## config.mk

```make
export PLATFORM = sky130hd
export DESIGN_NAME = rv_ctrl_fsm
export DESIGN_NICKNAME = d
export VERILOG_FILES = /design/src/rv_core_pkg.sv /design/src/rv_ctrl_fsm.sv
export SDC_FILE = /design/constraint.sdc
export NUM_CORES = 1
export LEC_CHECK = 0
export ABC_AREA = 0
export BUFFER_PORTS_ARGS = -buffer_cell sky130_fd_sc_hd__buf_2
export CORE_UTILIZATION = 48
export CTS_CLUSTER_SIZE = 28
export DETAILED_ROUTE_END_ITERATION = 12
export PLACE_DENSITY = 0.79
export REMOVE_ABC_BUFFERS = 1
export SYNTH_ARGS = -nofsm -noshare
export SYNTH_HDL_FRONTEND = slang
export SYNTH_SLANG_ARGS = --single-unit
```

## constraint.sdc

```tcl
create_clock -name clk -period 2.5 [get_ports clk]
set_input_delay 0.125 -clock clk [delete_from_list [all_inputs] [get_ports clk]]
set_output_delay 0.125 -clock clk [all_outputs]
set_load 0.05 [all_outputs]
```

## src/rv_core_pkg.sv

```systemverilog
// rv core package with widths, rv32i encodings, alu ops, control struct and instruction views
package rv_core_pkg;

    localparam int xlen        = 32;
    localparam int reg_addr_w  = 5;
    localparam int imem_depth  = 64;   // instruction words
    localparam int imem_addr_w = 6;

    // opcodes kept in this core
    localparam logic [6:0] op_r      = 7'b0110011;
    localparam logic [6:0] op_imm    = 7'b0010011;
    localparam logic [6:0] op_lui    = 7'b0110111;
    localparam logic [6:0] op_branch = 7'b1100011;
    localparam logic [6:0] op_jal    = 7'b1101111;
    localparam logic [6:0] op_system = 7'b1110011;

    // funct3 / funct7 values
    localparam logic [2:0] f3_add  = 3'b000;   // add, sub, addi
    localparam logic [2:0] f3_slt  = 3'b010;
    localparam logic [2:0] f3_xor  = 3'b100;
    localparam logic [2:0] f3_or   = 3'b110;
    localparam logic [2:0] f3_and  = 3'b111;
    localparam logic [2:0] f3_beq  = 3'b000;
    localparam logic [2:0] f3_bne  = 3'b001;
    localparam logic [6:0] f7_base = 7'b0000000;
    localparam logic [6:0] f7_alt  = 7'b0100000;  // sub
    localparam logic [11:0] imm_ebreak = 12'h001;

    typedef enum logic [2:0] {
        alu_add,
        alu_sub,
        alu_and,
        alu_or,
        alu_xor,
        alu_slt,
        alu_pass_b   // lui
    } alu_op_e;

    typedef struct packed {
        alu_op_e               alu_op;
        logic                  use_imm;    // operand b from immediate
        logic                  reg_wen;
        logic [reg_addr_w-1:0] rd;
        logic [reg_addr_w-1:0] rs1;
        logic [reg_addr_w-1:0] rs2;
        logic                  branch;
        logic                  branch_ne;  // bne rather than beq
        logic                  jump;
        logic                  halt;
    } ctrl_s;

    // four views of one instruction word
    typedef union packed {
        struct packed {
            logic [6:0] funct7;
            logic [4:0] rs2;
            logic [4:0] rs1;
            logic [2:0] funct3;
            logic [4:0] rd;
            logic [6:0] opcode;
        } r_fmt;
        struct packed {
            logic [11:0] imm12;
            logic [4:0]  rs1;
            logic [2:0]  funct3;
            logic [4:0]  rd;
            logic [6:0]  opcode;
        } i_fmt;
        struct packed {
            logic       imm12;
            logic [5:0] imm10_5;
            logic [4:0] rs2;
            logic [4:0] rs1;
            logic [2:0] funct3;
            logic [3:0] imm4_1;
            logic       imm11;
            logic [6:0] opcode;
        } b_fmt;
        struct packed {
            logic       imm20;
            logic [9:0] imm10_1;
            logic       imm11;
            logic [7:0] imm19_12;
            logic [4:0] rd;
            logic [6:0] opcode;
        } j_fmt;
    } rv_inst_u;

endpackage

```

## src/rv_ctrl_fsm.sv

```systemverilog
// control sequencer that steps fetch, execute and writeback and owns the pc and halt flags
`timescale 1ns/1ns

module rv_ctrl_fsm import rv_core_pkg::*; (
    input  logic            clk,
    input  logic            rst_n,
    input  logic            start,
    input  ctrl_s           ctrl,
    input  logic [xlen-1:0] imm,
    input  logic            eq,
    input  logic            unknown,
    output logic [xlen-1:0] pc,
    output logic [xlen-1:0] link_pc,
    output logic            wb_en,
    output logic            retire,
    output logic            running,
    output logic            halted,
    output logic            unknown_code
);

    typedef enum logic [2:0] {
        st_idle,
        st_fetch,
        st_exec,
        st_wb,
        st_halt
    } state_e;

    state_e          state;
    state_e          state_nxt;
    logic            taken;
    logic [xlen-1:0] pc_nxt;

    assign link_pc = pc + 32'd4;
    // beq wants eq, bne wants not eq
    assign taken   = ctrl.jump | (ctrl.branch & (eq ^ ctrl.branch_ne));
    assign pc_nxt  = taken ? pc + imm : link_pc;

    assign wb_en   = (state == st_wb);
    assign retire  = (state == st_wb);   // halting instructions retire too
    assign running = (state == st_fetch) | (state == st_exec) | (state == st_wb);

    always_comb begin
        state_nxt = state;
        case (state)
            st_idle:  if (start) state_nxt = st_fetch;
            st_fetch: state_nxt = st_exec;    // imem read issued
            st_exec:  state_nxt = st_wb;      // decode and alu settle
            st_wb: begin
                if (ctrl.halt)
                    state_nxt = st_halt;
                else if (start)
                    state_nxt = st_fetch;
                else
                    state_nxt = st_idle;
            end
            st_halt:  state_nxt = st_halt;    // only reset leaves
            default:  state_nxt = st_idle;
        endcase
    end

    always_ff @(posedge clk or negedge rst_n) begin
        if (!rst_n) begin
            state        <= st_idle;
            pc           <= '0;
            halted       <= 1'b0;
            unknown_code <= 1'b0;
        end else begin
            state <= state_nxt;
            if (state == st_wb) begin
                if (!ctrl.halt)
                    pc <= pc_nxt;           // pc parks on ebreak when halting
                if (ctrl.halt)
                    halted <= 1'b1;
                if (unknown)
                    unknown_code <= 1'b1;
            end
        end
    end

endmodule

```

; Yosys cells after proc, flatten, opt, wreduce, memory -nomap -nowiden
; Index checks and enable logic that the tools add are counted.
[totals]
register_bits = 37
inputBits = 61
out_inout_bits = 69
[classes]
addsub = 2
n_eq_ne = 5
mux = 5
bitwise_logic = 6
n_reduce_logical = 4
[ops]
columns = cell, n
row1 = "adder 32 x 3 -> 32 bit, second input constant", 1
row2 = adder 32 bit, 1
row3 = 2-to-1 mux 32 bit, 1
row4 = one-hot mux 3 bit (5 select lines), 1
row5 = "equality test 3 x 2 -> 1 bit, second input constant", 2
row6 = 2-to-1 mux 3 bit, 2
row7 = AND reduction 2 bit, 3
row8 = "equality test 3 x 1 -> 1 bit, second input constant", 1
row9 = "equality test 3 bit, second input constant", 1
row10 = logical NOT 3 bit, 1
row11 = OR 1 bit, 3
row12 = "!= test 2 bit, second input constant", 1
row13 = AND 1 bit, 1
row14 = 2-to-1 mux 1 bit, 1
row15 = NOT 1 bit, 1
row16 = bitwise XOR 1 bit, 1

; Longest topological paths before layout
; Gate-level depths: netlist (run 1).
[logic_depth]
word_depth = 4
depth_mapped = 11
ltp_nobuf = 11

; Least setup slack after synthesis (run 1)
; OpenSTA, ideal clock, no wires.
[synth_timing]
kind = register -> output
from = register pc[2]
to = output port link_pc[28]
arrival_ns = 3.035
slack_ns = -0.660
stages_incl_launch_ff = 8
n_path_buf = 0
path_cell_list = dfrtp_1 > ha_1 > nand2_1 > or3_1 > nor3_1 > nand4_1 > nor2_1 > xor2_1
[synth_between]
elab_chain_cells = 1
[synth_lines]
columns = element, line_no
row1 = from (decl), rv_ctrl_fsm.sv:12  ; output logic [xlen-1:0] pc,
row2 = from (signal assigned), rv_ctrl_fsm.sv:72  ; pc <= pc_nxt;
row3 = adder 32 x 3 -> 32 bit, rv_ctrl_fsm.sv:34  ; assign link_pc = pc + 32'd4;
row4 = to (decl), rv_ctrl_fsm.sv:13  ; output logic [xlen-1:0] link_pc,
; Every way passes these cells.

; Final worst setup path (run 1)
[layout_timing]
from = register pc[3]
to = output port link_pc[28]
; The elaborated chain is that of the path after synthesis.

==> results of run 1 <==
through the flow:
| stage | cells | hold WS, ps | util | TNS, ps |
|---|---|---|---|---|
| floorplan | 518 | -170.6 | - | -16150 |
| global placement | 828 | 318.8 | 0.6548 | -256.8 |
| detailed placement | 828 | 326.5 | 0.6548 | -640.7 |
| CTS | 844 | 1.570 | 0.6959 | -83.66 |
| global route | 855 | 9.914 | 0.7468 | -2185 |
| finish | 855 | -31.76 | 0.7468 | -637.2 |
repair_timing:
item                       in CTS  in global routing
hold buffers                    0                  0
setup endpoints to repair      20                 24
resized for setup              50                 68
pin swaps                       9                 31
buffers inserted                8                 11
where the power goes:
group          switching, mW  internal, mW
clock network          0.255         0.194
registers              0.371         0.876
logic                   4.89          2.88
total                   5.51          3.95
cells by family (layout without fill, tap and decap cells):
logic type / after synthesis / after routing / synth area share
muxes: 3 / 3 / 0.007900
DFF: 37 / 37 / 0.2249
buffers and inverters: 38 / 244 / 0.03920
adders and majority gates: 33 / 33 / 0.1021
AOI/OAI and AO/OA: 181 / 181 / 0.2717
and+or+nand+nor: 198 / 198 / 0.2394
xor gates and xnor gates: 54 / 54 / 0.1149
layout make-up:
type / instances / area (um^2)
Tap cell: 105 / 131.4
Multi-Input combinational cell: 469 / 3486
Sequential cell: 37 / 928.4
Clock inverter: 2 / 10.01
Clock buffer: 6 / 72.57
Fill cell: 637 / 2091
Inverter: 12 / 45.04
Timing Repair Buffer: 224 / 1494
state kept, by name, indices dropped and copies added (netlist names):
register / cells
halted: 1
pc: 32
state: 3
unknown_code: 1
Yosys cell counts, types with 4 or more instances:
cell	n	area [um^2]
nor4_1	5	31.28
nand2_1	65	244.0
nor3_1	17	85.08
nor2_1	43	161.4
nor2b_1	4	25.02
o21ai_0	44	220.2
xnor2_1	26	227.7
and3_1	7	43.79
a31oi_1	6	37.54
ha_1	32	400.4
o21a_1	5	37.54
o22ai_1	4	25.02
xor2_1	28	245.2
nand4_1	14	87.58
buf_4	4	30.03
nand3_1	17	85.08
inv_1	12	45.04
a21o_1	17	127.6
clkbuf_1	19	71.32
a211oi_1	4	30.03
o21bai_1	5	37.54
a21oi_1	61	305.3
dfrtp_1	37	925.9
nand2b_1	4	25.02
worst max-delay path, cell delays in order (launching register included):
cell and delay [ps]:
dfrtp_1 460, ha_2 250, nand2_2 70, or3_4 370, nor3_2 110, buf_4 140, nand4_1 130, buf_6 170
nor2_4 90, xor2_1 170, buf_4 220
per-layer routing:
layer,GRT usage,share of wire,wire length [um],vias up
li1,-,-,-,2398
met1,0.4318,0.41,6308,2427
met2,0.5612,0.48,7249,272
met3,0.04509,0.071,1080,60
met4,0.1503,0.039,590,0
met5,0,0,0,-
worst paths after layout:
kind / from / end / slack (ps) / depth (start not counted)
min in group clk: unknown / unknown_code$_DFFE_PN0P_ / 20 / 2
setup / recovery: pc[3]$_DFFE_PN0P_ / link_pc[28] / -110 / 10
hold / removal: rst_n / pc[18]$_DFFE_PN0P_ / -30 / 1
hold reg to reg: unknown_code$_DFFE_PN0P_ / unknown_code$_DFFE_PN0P_ / 460 / 1
max in group asynchronous: rst_n / pc[2]$_DFFE_PN0P_ / 1870 / 1
setup reg to reg: pc[3]$_DFFE_PN0P_ / pc[30]$_DFFE_PN0P_ / -80 / 12
==> flow_metrics.py, run 1 <==
metrics = {
    "global_route": {
        "overflow": 0,
        "grt_antenna_before_repair": 0,
        "grt_use_total": 0.3368,
        "grt_pass1_vias": 4859,
        "grt_pass1_wl_um": 23470,
        "grt_max_degree": 38,
    },
    "layout": {
        "n_antenna_cell": 0,
        "fin_area_mm2": 0.006167,
        "nets": 843,
        "mostFrequentLayoutCells": "buf_4 (114), buf_2 (96), nand2_1 (60), a21oi_1 (51), o21ai_0 (40)",
        "final_common_cell": "buf_4",
        "drive_above_1_share": 0.4160,
        "syn_to_final_growth_pct": 49.77,
    },
    "drt": {
        "drt-total-wl_um": 15230,
        "wl_per_cell_um": 17.81,
        "postRouteAntennaNets": 0,
        "vias_per_cell": 6.032,
        "num_vias": 5157,
        "dr.first_iter.drc_count": 359,
        "drc_errors": 0,
        "dr.pass1.iters": 6,
    },
    "sta": {
        "slew_headroom": 0.3560,
        "setup_viol": 9,
        "final-hold-violation-count": 37,
        "maxClockFrequency_mhz": 383.2,
        "fin_crit_sh": 1.044,
        "holdWs_ps": -31.76,
        "drv_slew": 0,
        "grt_setup_unrepaired": "true",
        "period_needed_ps": 2610,
        "fin_ws_ps": -109.6,
        "skew_ps": 12.06,
        "tightest_slew_ps": 965.9,
    },
    "floorplan": {
        "die_h_um": 94.62,
        "die_x_um": 94.62,
        "design.die.area_mm2": 0.008953,
        "start_util": 0.4986,
        "placementRows": 33,
        "ios": 130,
        "fp.coreArea_mm2": 0.008258,
    },
    "critical_path": {
        "cp-start-kind": "register",
        "crit_fanout": 5,
        "endpoint_kind": "output pin",
        "cp.required_ps": 2380,
        "crit_type": "reg -> out",
        "arrival_ps": 2480,
    },
    "clock_network": {
        "root_buffer": "clkbuf_8",
        "cts_sinks": 37,
        "cts_buffers": 5,
        "clockBufferDepth": 2,
        "clk_latency_ps": 310,
        "ctsHtreeMaxLevel": 2,
        "cts_tree": "yes",
        "clk_pin_slew_ps": 90,
    },
    "power": {
        "irDropWorstVdd_uv": 1095,
        "power.density_mw_per_mm2": 1534,
        "cellLeakagePower_nw": 2.884,
        "p_total_mw": 9.460,
    },
    "flow_run": {
        "maxCapViolCount": 0,
    },
    "yosys": {
        "syn_avg_cell_area_um2": 7.569,
        "netlist_area_mm2": 0.004118,
        "synthesis.instances": 544,
        "synth_edf_count": 0,
        "synthArstFlopShare": 1.000,
        "synth_cell_types": 67,
        "yosys_warnings": 0,
        "synth.ff_latch_count": 37,
        "yosysSeqAreaShare": 0.2249,
        "ys.flop_type": "dfrtp_1",
    },
    "place": {
        "gp_congestion": 0.9408,
        "placed_area_mm2": 0.005408,
        "dp_hpwl_um": 10930,
        "preCtsSetupSlack_ps": -172.5,
        "port_buffers": 109,
    },
    "outcome": {
        "violations": "hold timing, setup timing",
        "status": "finished with violations",
    },
    "min_path": {
        "min_path_type": "in -> async",
    },
}
Note: power is estimated with default switching activity, not from simulation.
==> run 2, diff against run 1 <==
PLACE_DENSITY = 0.8   (was 0.79)
==> run 2 against run 1 <==
The flow still finishes with violations (hold timing, setup timing). Total power increased by 1.4%. Clock power increased by 33%. Register-to-register slack got worse by 50 ps. First-iteration DRC count increased by 36%. Clock skew decreased by 6.1 ps. Final cell count unchanged. Worst hold slack about the same. Critical path type is now reg -> reg. Critical endpoint is now pc[29]$_DFFE_PN0P_. Largest power group unchanged.
==> flow_metrics.py, run 2 (synthesized netlist as in run 1, its figures left out) <==
metrics = {
    "layout": {
        "largest_register_ff_count": 32,
        "fin_area_mm2": 0.006155,
        "fin_cells": 855,
        "drive_above_1_share": 0.4160,
        "n_antenna_cell": 0,
        "largest_registers": "pc: 32 flops, state: 3 flops",
        "largest_register": "pc",
        "syn_to_final_growth_pct": 49.47,
        "final_common_cell": "buf_4",
        "nets": 843,
        "postLayoutCoreUtil": 0.7453,
        "mostFrequentLayoutCells": "buf_4 (116), buf_2 (96), nand2_1 (60), a21oi_1 (55), o21ai_0 (41)",
    },
    "sta": {
        "drv_slew": 0,
        "skew_ps": 5.940,
        "period_needed_ps": 2631,
        "slew_headroom": 0.3540,
        "fin_ws_ps": -130.8,
        "setup_tns_ps": -554.3,
        "setup_viol": 11,
        "maxClockFrequency_mhz": 380.1,
        "grt_setup_unrepaired": "true",
        "final-hold-violation-count": 37,
        "tightest_slew_ps": 969.0,
        "holdWs_ps": -32.06,
        "fin_crit_sh": 1.052,
    },
    "drt": {
        "dr.first_iter.drc_count": 488,
        "wl_per_cell_um": 18.24,
        "drt-total-wl_um": 15600,
        "dr.pass1.iters": 5,
        "vias_per_cell": 6.143,
        "drc_errors": 0,
        "postRouteAntennaNets": 0,
        "num_vias": 5252,
    },
    "clock_network": {
        "cts_sinks": 37,
        "clockBufferDepth": 2,
        "clk_pin_slew_ps": 90,
        "root_buffer": "clkbuf_8",
        "cts_buffers": 5,
        "clk_latency_ps": 310,
        "ctsHoldBuffers": 0,
        "ctsHtreeMaxLevel": 2,
        "cts_tree": "yes",
    },
    "place": {
        "dp_cells": 831,
        "dp_hpwl_um": 11010,
        "placed_area_mm2": 0.005430,
        "gp_congestion": 0.9180,
        "port_buffers": 109,
    },
    "global_route": {
        "grt_max_degree": 38,
        "grt_use_total": 0.3349,
        "grt_pass1_vias": 4909,
        "grt_antenna_before_repair": 0,
        "overflow": 0,
        "grt_pass1_wl_um": 23460,
    },
    "power": {
        "power.density_mw_per_mm2": 1559,
        "p_total_mw": 9.593,
        "irDropWorstVdd_uv": 1112,
        "cellLeakagePower_nw": 2.874,
    },
    "critical_path": {
        "reg2reg_to": "pc[29]$_DFFE_PN0P_",
        "reg2reg_slack_ps": -130,
        "cp-start-kind": "register",
        "reg2reg_from": "pc[3]$_DFFE_PN0P_",
        "cp.required_ps": 2700,
        "endpoint_kind": "register",
        "crit_fanout": 4,
        "crit_type": "reg -> reg",
        "ff2ff_path_depth": 9,
        "arrival_ps": 2830,
    },
    "outcome": {
        "status": "finished with violations",
        "violations": "hold timing, setup timing",
    },
    "floorplan": {
        "die_h_um": 94.62,
        "start_util": 0.4986,
        "placementRows": 33,
        "fp.coreArea_mm2": 0.008258,
        "ios": 130,
        "die_x_um": 94.62,
        "design.die.area_mm2": 0.008953,
    },
    "flow_run": {
        "maxCapViolCount": 0,
    },
    "min_path": {
        "min_path_type": "in -> async",
    },
}
run 2: cell types whose count changed in the layout (fill, tap and decap cells not counted), sizes merged:
cell and delta:
buf -3, clkbuf +3, clkinv -2, bufinv +1, clkinvlp +1
run 2: what timing repair did:
action | 4_1_cts | 5_1_grt
resized for setup | 47 | 59
pin swaps | 12 | 20
endpoints found under the setup margin | 21 | 28
setup buffers | 8 | 9
run 2: metal layers:
metal  GRT usage  vias to the layer above  share of wire
li1            -                     2405              -
met1      0.4270                     2523           0.41
met2      0.5677                      263           0.49
met3     0.04348                       61          0.071
met4      0.1376                        0          0.038
met5           0                        -              0
run 2: how the worst max path moves through the flow:
| stage | depth (start not counted) | end | from |
|---|---|---|---|
| 3_3_place_gp | 9 | pc[29]$_DFFE_PN0P_ | pc[8]$_DFFE_PN0P_ |
| 6_report | 9 | pc[29]$_DFFE_PN0P_ | pc[3]$_DFFE_PN0P_ |
| 2_1_floorplan | 11 | pc[30]$_DFFE_PN0P_ | pc[0]$_DFFE_PN0P_ |
| 4_1_cts | 9 | pc[29]$_DFFE_PN0P_ | pc[1]$_DFFE_PN0P_ |
| 3_5_place_dp | 9 | pc[29]$_DFFE_PN0P_ | pc[8]$_DFFE_PN0P_ |
| 5_1_grt | 9 | pc[29]$_DFFE_PN0P_ | pc[3]$_DFFE_PN0P_ |
run 2: final cells by class:
type / count / area (um^2)
inverter: 12 / 45.04
tap: 105 / 131.4
clock inverter: 2 / 37.54
clock buffer: 6 / 82.58
fill: 600 / 2103
multi-input combinational: 469 / 3456
sequential: 37 / 927.1
timing repair buffer: 224 / 1475
run 2: metrics by stage:
step           hold slack, ps  setup slack [ps]
2_1_floorplan          -170.6            -778.3
3_3_place_gp            300.2            -105.6
3_5_place_dp            328.9            -202.4
4_1_cts                 1.023            -97.42
5_1_grt                 21.53            -191.4
6_report               -32.06            -130.8
run 2: critical path, cell delays in order, from the launching register on:
cell	delay (ps)
dfrtp_1	440
ha_4	260
a21oi_2	170
nor2b_2	90
o31ai_2	220
or3b_4	410
o31a_1	280
a221oi_2	240
xor2_1	100
a221oi_1	300
run 2: power by group:
part	switching (mW)	internal, mW	total (mW)
combinational	4.93	2.85	7.78
sequential	0.344	0.875	1.22
clock	0.271	0.325	0.596
total	5.54	4.05	9.59
==> run 3, diff against run 2 <==
CORE_MARGIN = 3   (was default)
==> run 3 against run 2 <==
Setup slack better by 18 ps. Global-route usage fell by 2.8 points. Routed wire length up 0.38%. Final cell count fell by 0.58%. Sequential share of layout area increased by 0.065 points. Via count down 1.7%. Flip-flop and latch count is the same. Combinational power barely moved. Critical path type is now reg -> out. Non-clock buffer count down 5. The flow finishes with violations (setup timing).
==> flow_metrics.py, run 3 (synthesized netlist as in run 1, its figures left out) <==
metrics = {
    "outcome": {
        "status": "finished with violations",
        "violations": "setup timing",
    },
    "sta": {
        "setup_viol": 10,
        "holdWs_ps": 20.70,
        "skew_ps": 5.368,
        "slew_headroom": 0.3792,
        "tightest_slew_ps": 927.8,
        "maxClockFrequency_mhz": 382.7,
        "period_needed_ps": 2613,
        "fin_crit_sh": 1.045,
        "fin_ws_ps": -112.7,
        "grt_setup_unrepaired": "true",
        "drv_slew": 0,
        "final-hold-violation-count": 0,
        "setup_tns_ps": -642.0,
    },
    "clock_network": {
        "root_buffer": "clkbuf_8",
        "cts_buffers": 5,
        "clk_pin_slew_ps": 90,
        "clockBufferDepth": 2,
        "clk_latency_ps": 300,
        "cts_tree": "yes",
        "cts_sinks": 37,
        "ctsHtreeMaxLevel": 2,
    },
    "layout": {
        "drive_above_1_share": 0.4134,
        "fin_cells": 850,
        "nets": 838,
        "mostFrequentLayoutCells": "buf_4 (108), buf_2 (96), nand2_1 (61), a21oi_1 (49), o21ai_0 (40)",
        "largest_register_ff_count": 32,
        "final_common_cell": "buf_4",
        "fin_area_mm2": 0.006128,
        "n_antenna_cell": 0,
        "largest_register": "pc",
        "syn_to_final_growth_pct": 48.83,
        "postLayoutCoreUtil": 0.7421,
        "largest_registers": "pc: 32 flops, state: 3 flops",
    },
    "power": {
        "cellLeakagePower_nw": 2.855,
        "switching_share": 0.5831,
        "clock_power_share": 0.048,
        "power.density_mw_per_mm2": 1545,
        "p_int_mw": 3.949,
        "irDropWorstVdd_uv": 1033,
        "p_total_mw": 9.471,
        "comb_power_share": 0.823,
        "switching_power_mw": 5.523,
        "p_seq_frac": 0.130,
    },
    "drt": {
        "wl_met1_um": 6330,
        "drt-total-wl_um": 15660,
        "postRouteAntennaNets": 0,
        "dr.first_iter.drc_count": 315,
        "wl_met2_um": 7772,
        "drc_errors": 0,
        "vias_per_cell": 6.072,
        "num_vias": 5161,
        "wl_per_cell_um": 18.42,
        "met3_wirelength_um": 1070,
        "routed.top_layer": "met4",
        "dr.pass1.iters": 5,
    },
    "place": {
        "placed_area_mm2": 0.005355,
        "dp_hpwl_um": 10850,
        "preCtsSetupSlack_ps": -199.4,
        "dp_cells": 821,
        "port_buffers": 109,
        "gp_congestion": 0.9155,
    },
    "floorplan": {
        "ios": 130,
        "placementRows": 33,
        "design.die.area_mm2": 0.009726,
        "die_h_um": 98.62,
        "fp.coreArea_mm2": 0.008258,
        "start_util": 0.4986,
        "die_x_um": 98.62,
    },
    "global_route": {
        "grt_antenna_before_repair": 0,
        "overflow": 0,
        "grt_pass1_vias": 5163,
        "grt_pass1_wl_um": 24550,
        "grt_use_total": 0.3064,
        "grt_max_degree": 38,
    },
    "critical_path": {
        "cp-start-kind": "register",
        "worst-path-stages": 9,
        "crit_fanout": 2,
        "arrival_ps": 2490,
        "endpoint_kind": "output pin",
        "critical_path.top_delay_family": "simple AND/OR/NAND/NOR gates",
        "worstPathCellList": "buf_6 -> nand2_4 -> buf_6 -> nor3_4 -> nand2_4 -> or4_4 -> nor3_4 -> xor2_1 -> buf_4",
        "crit_type": "reg -> out",
        "cpPeakStageDelay_ps": 490,
        "ff2ff_path_depth": 13,
        "cp.required_ps": 2380,
        "worstPathBufferInverterCount": 3,
        "cp_slowest_cell": "or4_4",
    },
    "min_path": {
        "whs_path_depth": 2,
        "min_path_type": "in -> reg",
    },
    "flow_run": {
        "maxCapViolCount": 0,
    },
}
==> run 3: cell type report <==
class	instances	area, um^2
multi-input combinational	469	3483
tap	105	131.4
sequential	37	927.1
clock buffer	5	68.82
clock inverter	3	17.52
fill	635	2130
inverter	12	45.04
timing repair buffer	219	1455
==> run 3: power by group through the flow <==
stage	Clock (mW)	Sequential (mW)	Combinational [mW]
floorplan	0	2.22	3.66
global placement	0	1.16	6.70
detailed placement	0	1.18	6.82
CTS	0.460	1.19	7.29
global route	0.486	1.26	8.29
finish	0.451	1.23	7.79
==> run 3: repair_timing <==
item                                    4_1_cts  5_1_grt
hold endpoints to repair                     37        0
buffers inserted                             14        8
hold buffers                                  1        0
pin swaps                                    18       16
endpoints found under the setup margin       20       29
gates resized for setup                      64       53
==> run 3: path summary, 6_finish.rpt <==
kind                                          start  slack [ps]                       end
max in group asynchronous                     rst_n        1380         pc[2]$_DFFE_PN0P_
min in group asynchronous                     rst_n         500        pc[26]$_DFFE_PN0P_
hold reg to reg            unknown_code$_DFFE_PN0P_         460  unknown_code$_DFFE_PN0P_
hold / removal                              unknown          20  unknown_code$_DFFE_PN0P_
setup reg to reg                  pc[0]$_DFFE_PN0P_        -110        pc[26]$_DFFE_PN0P_
setup / recovery                  pc[7]$_DFFE_PN0P_        -110               link_pc[31]
==> run 3: per-layer routing <==
| metal | global-route usage | vias up |
|---|---|---|
| met5 | 0 | - |
| met4 | 0.1250 | 0 |
| met3 | 0.04600 | 43 |
| met2 | 0.5309 | 254 |
| met1 | 0.3808 | 2470 |
| li1 | - | 2394 |
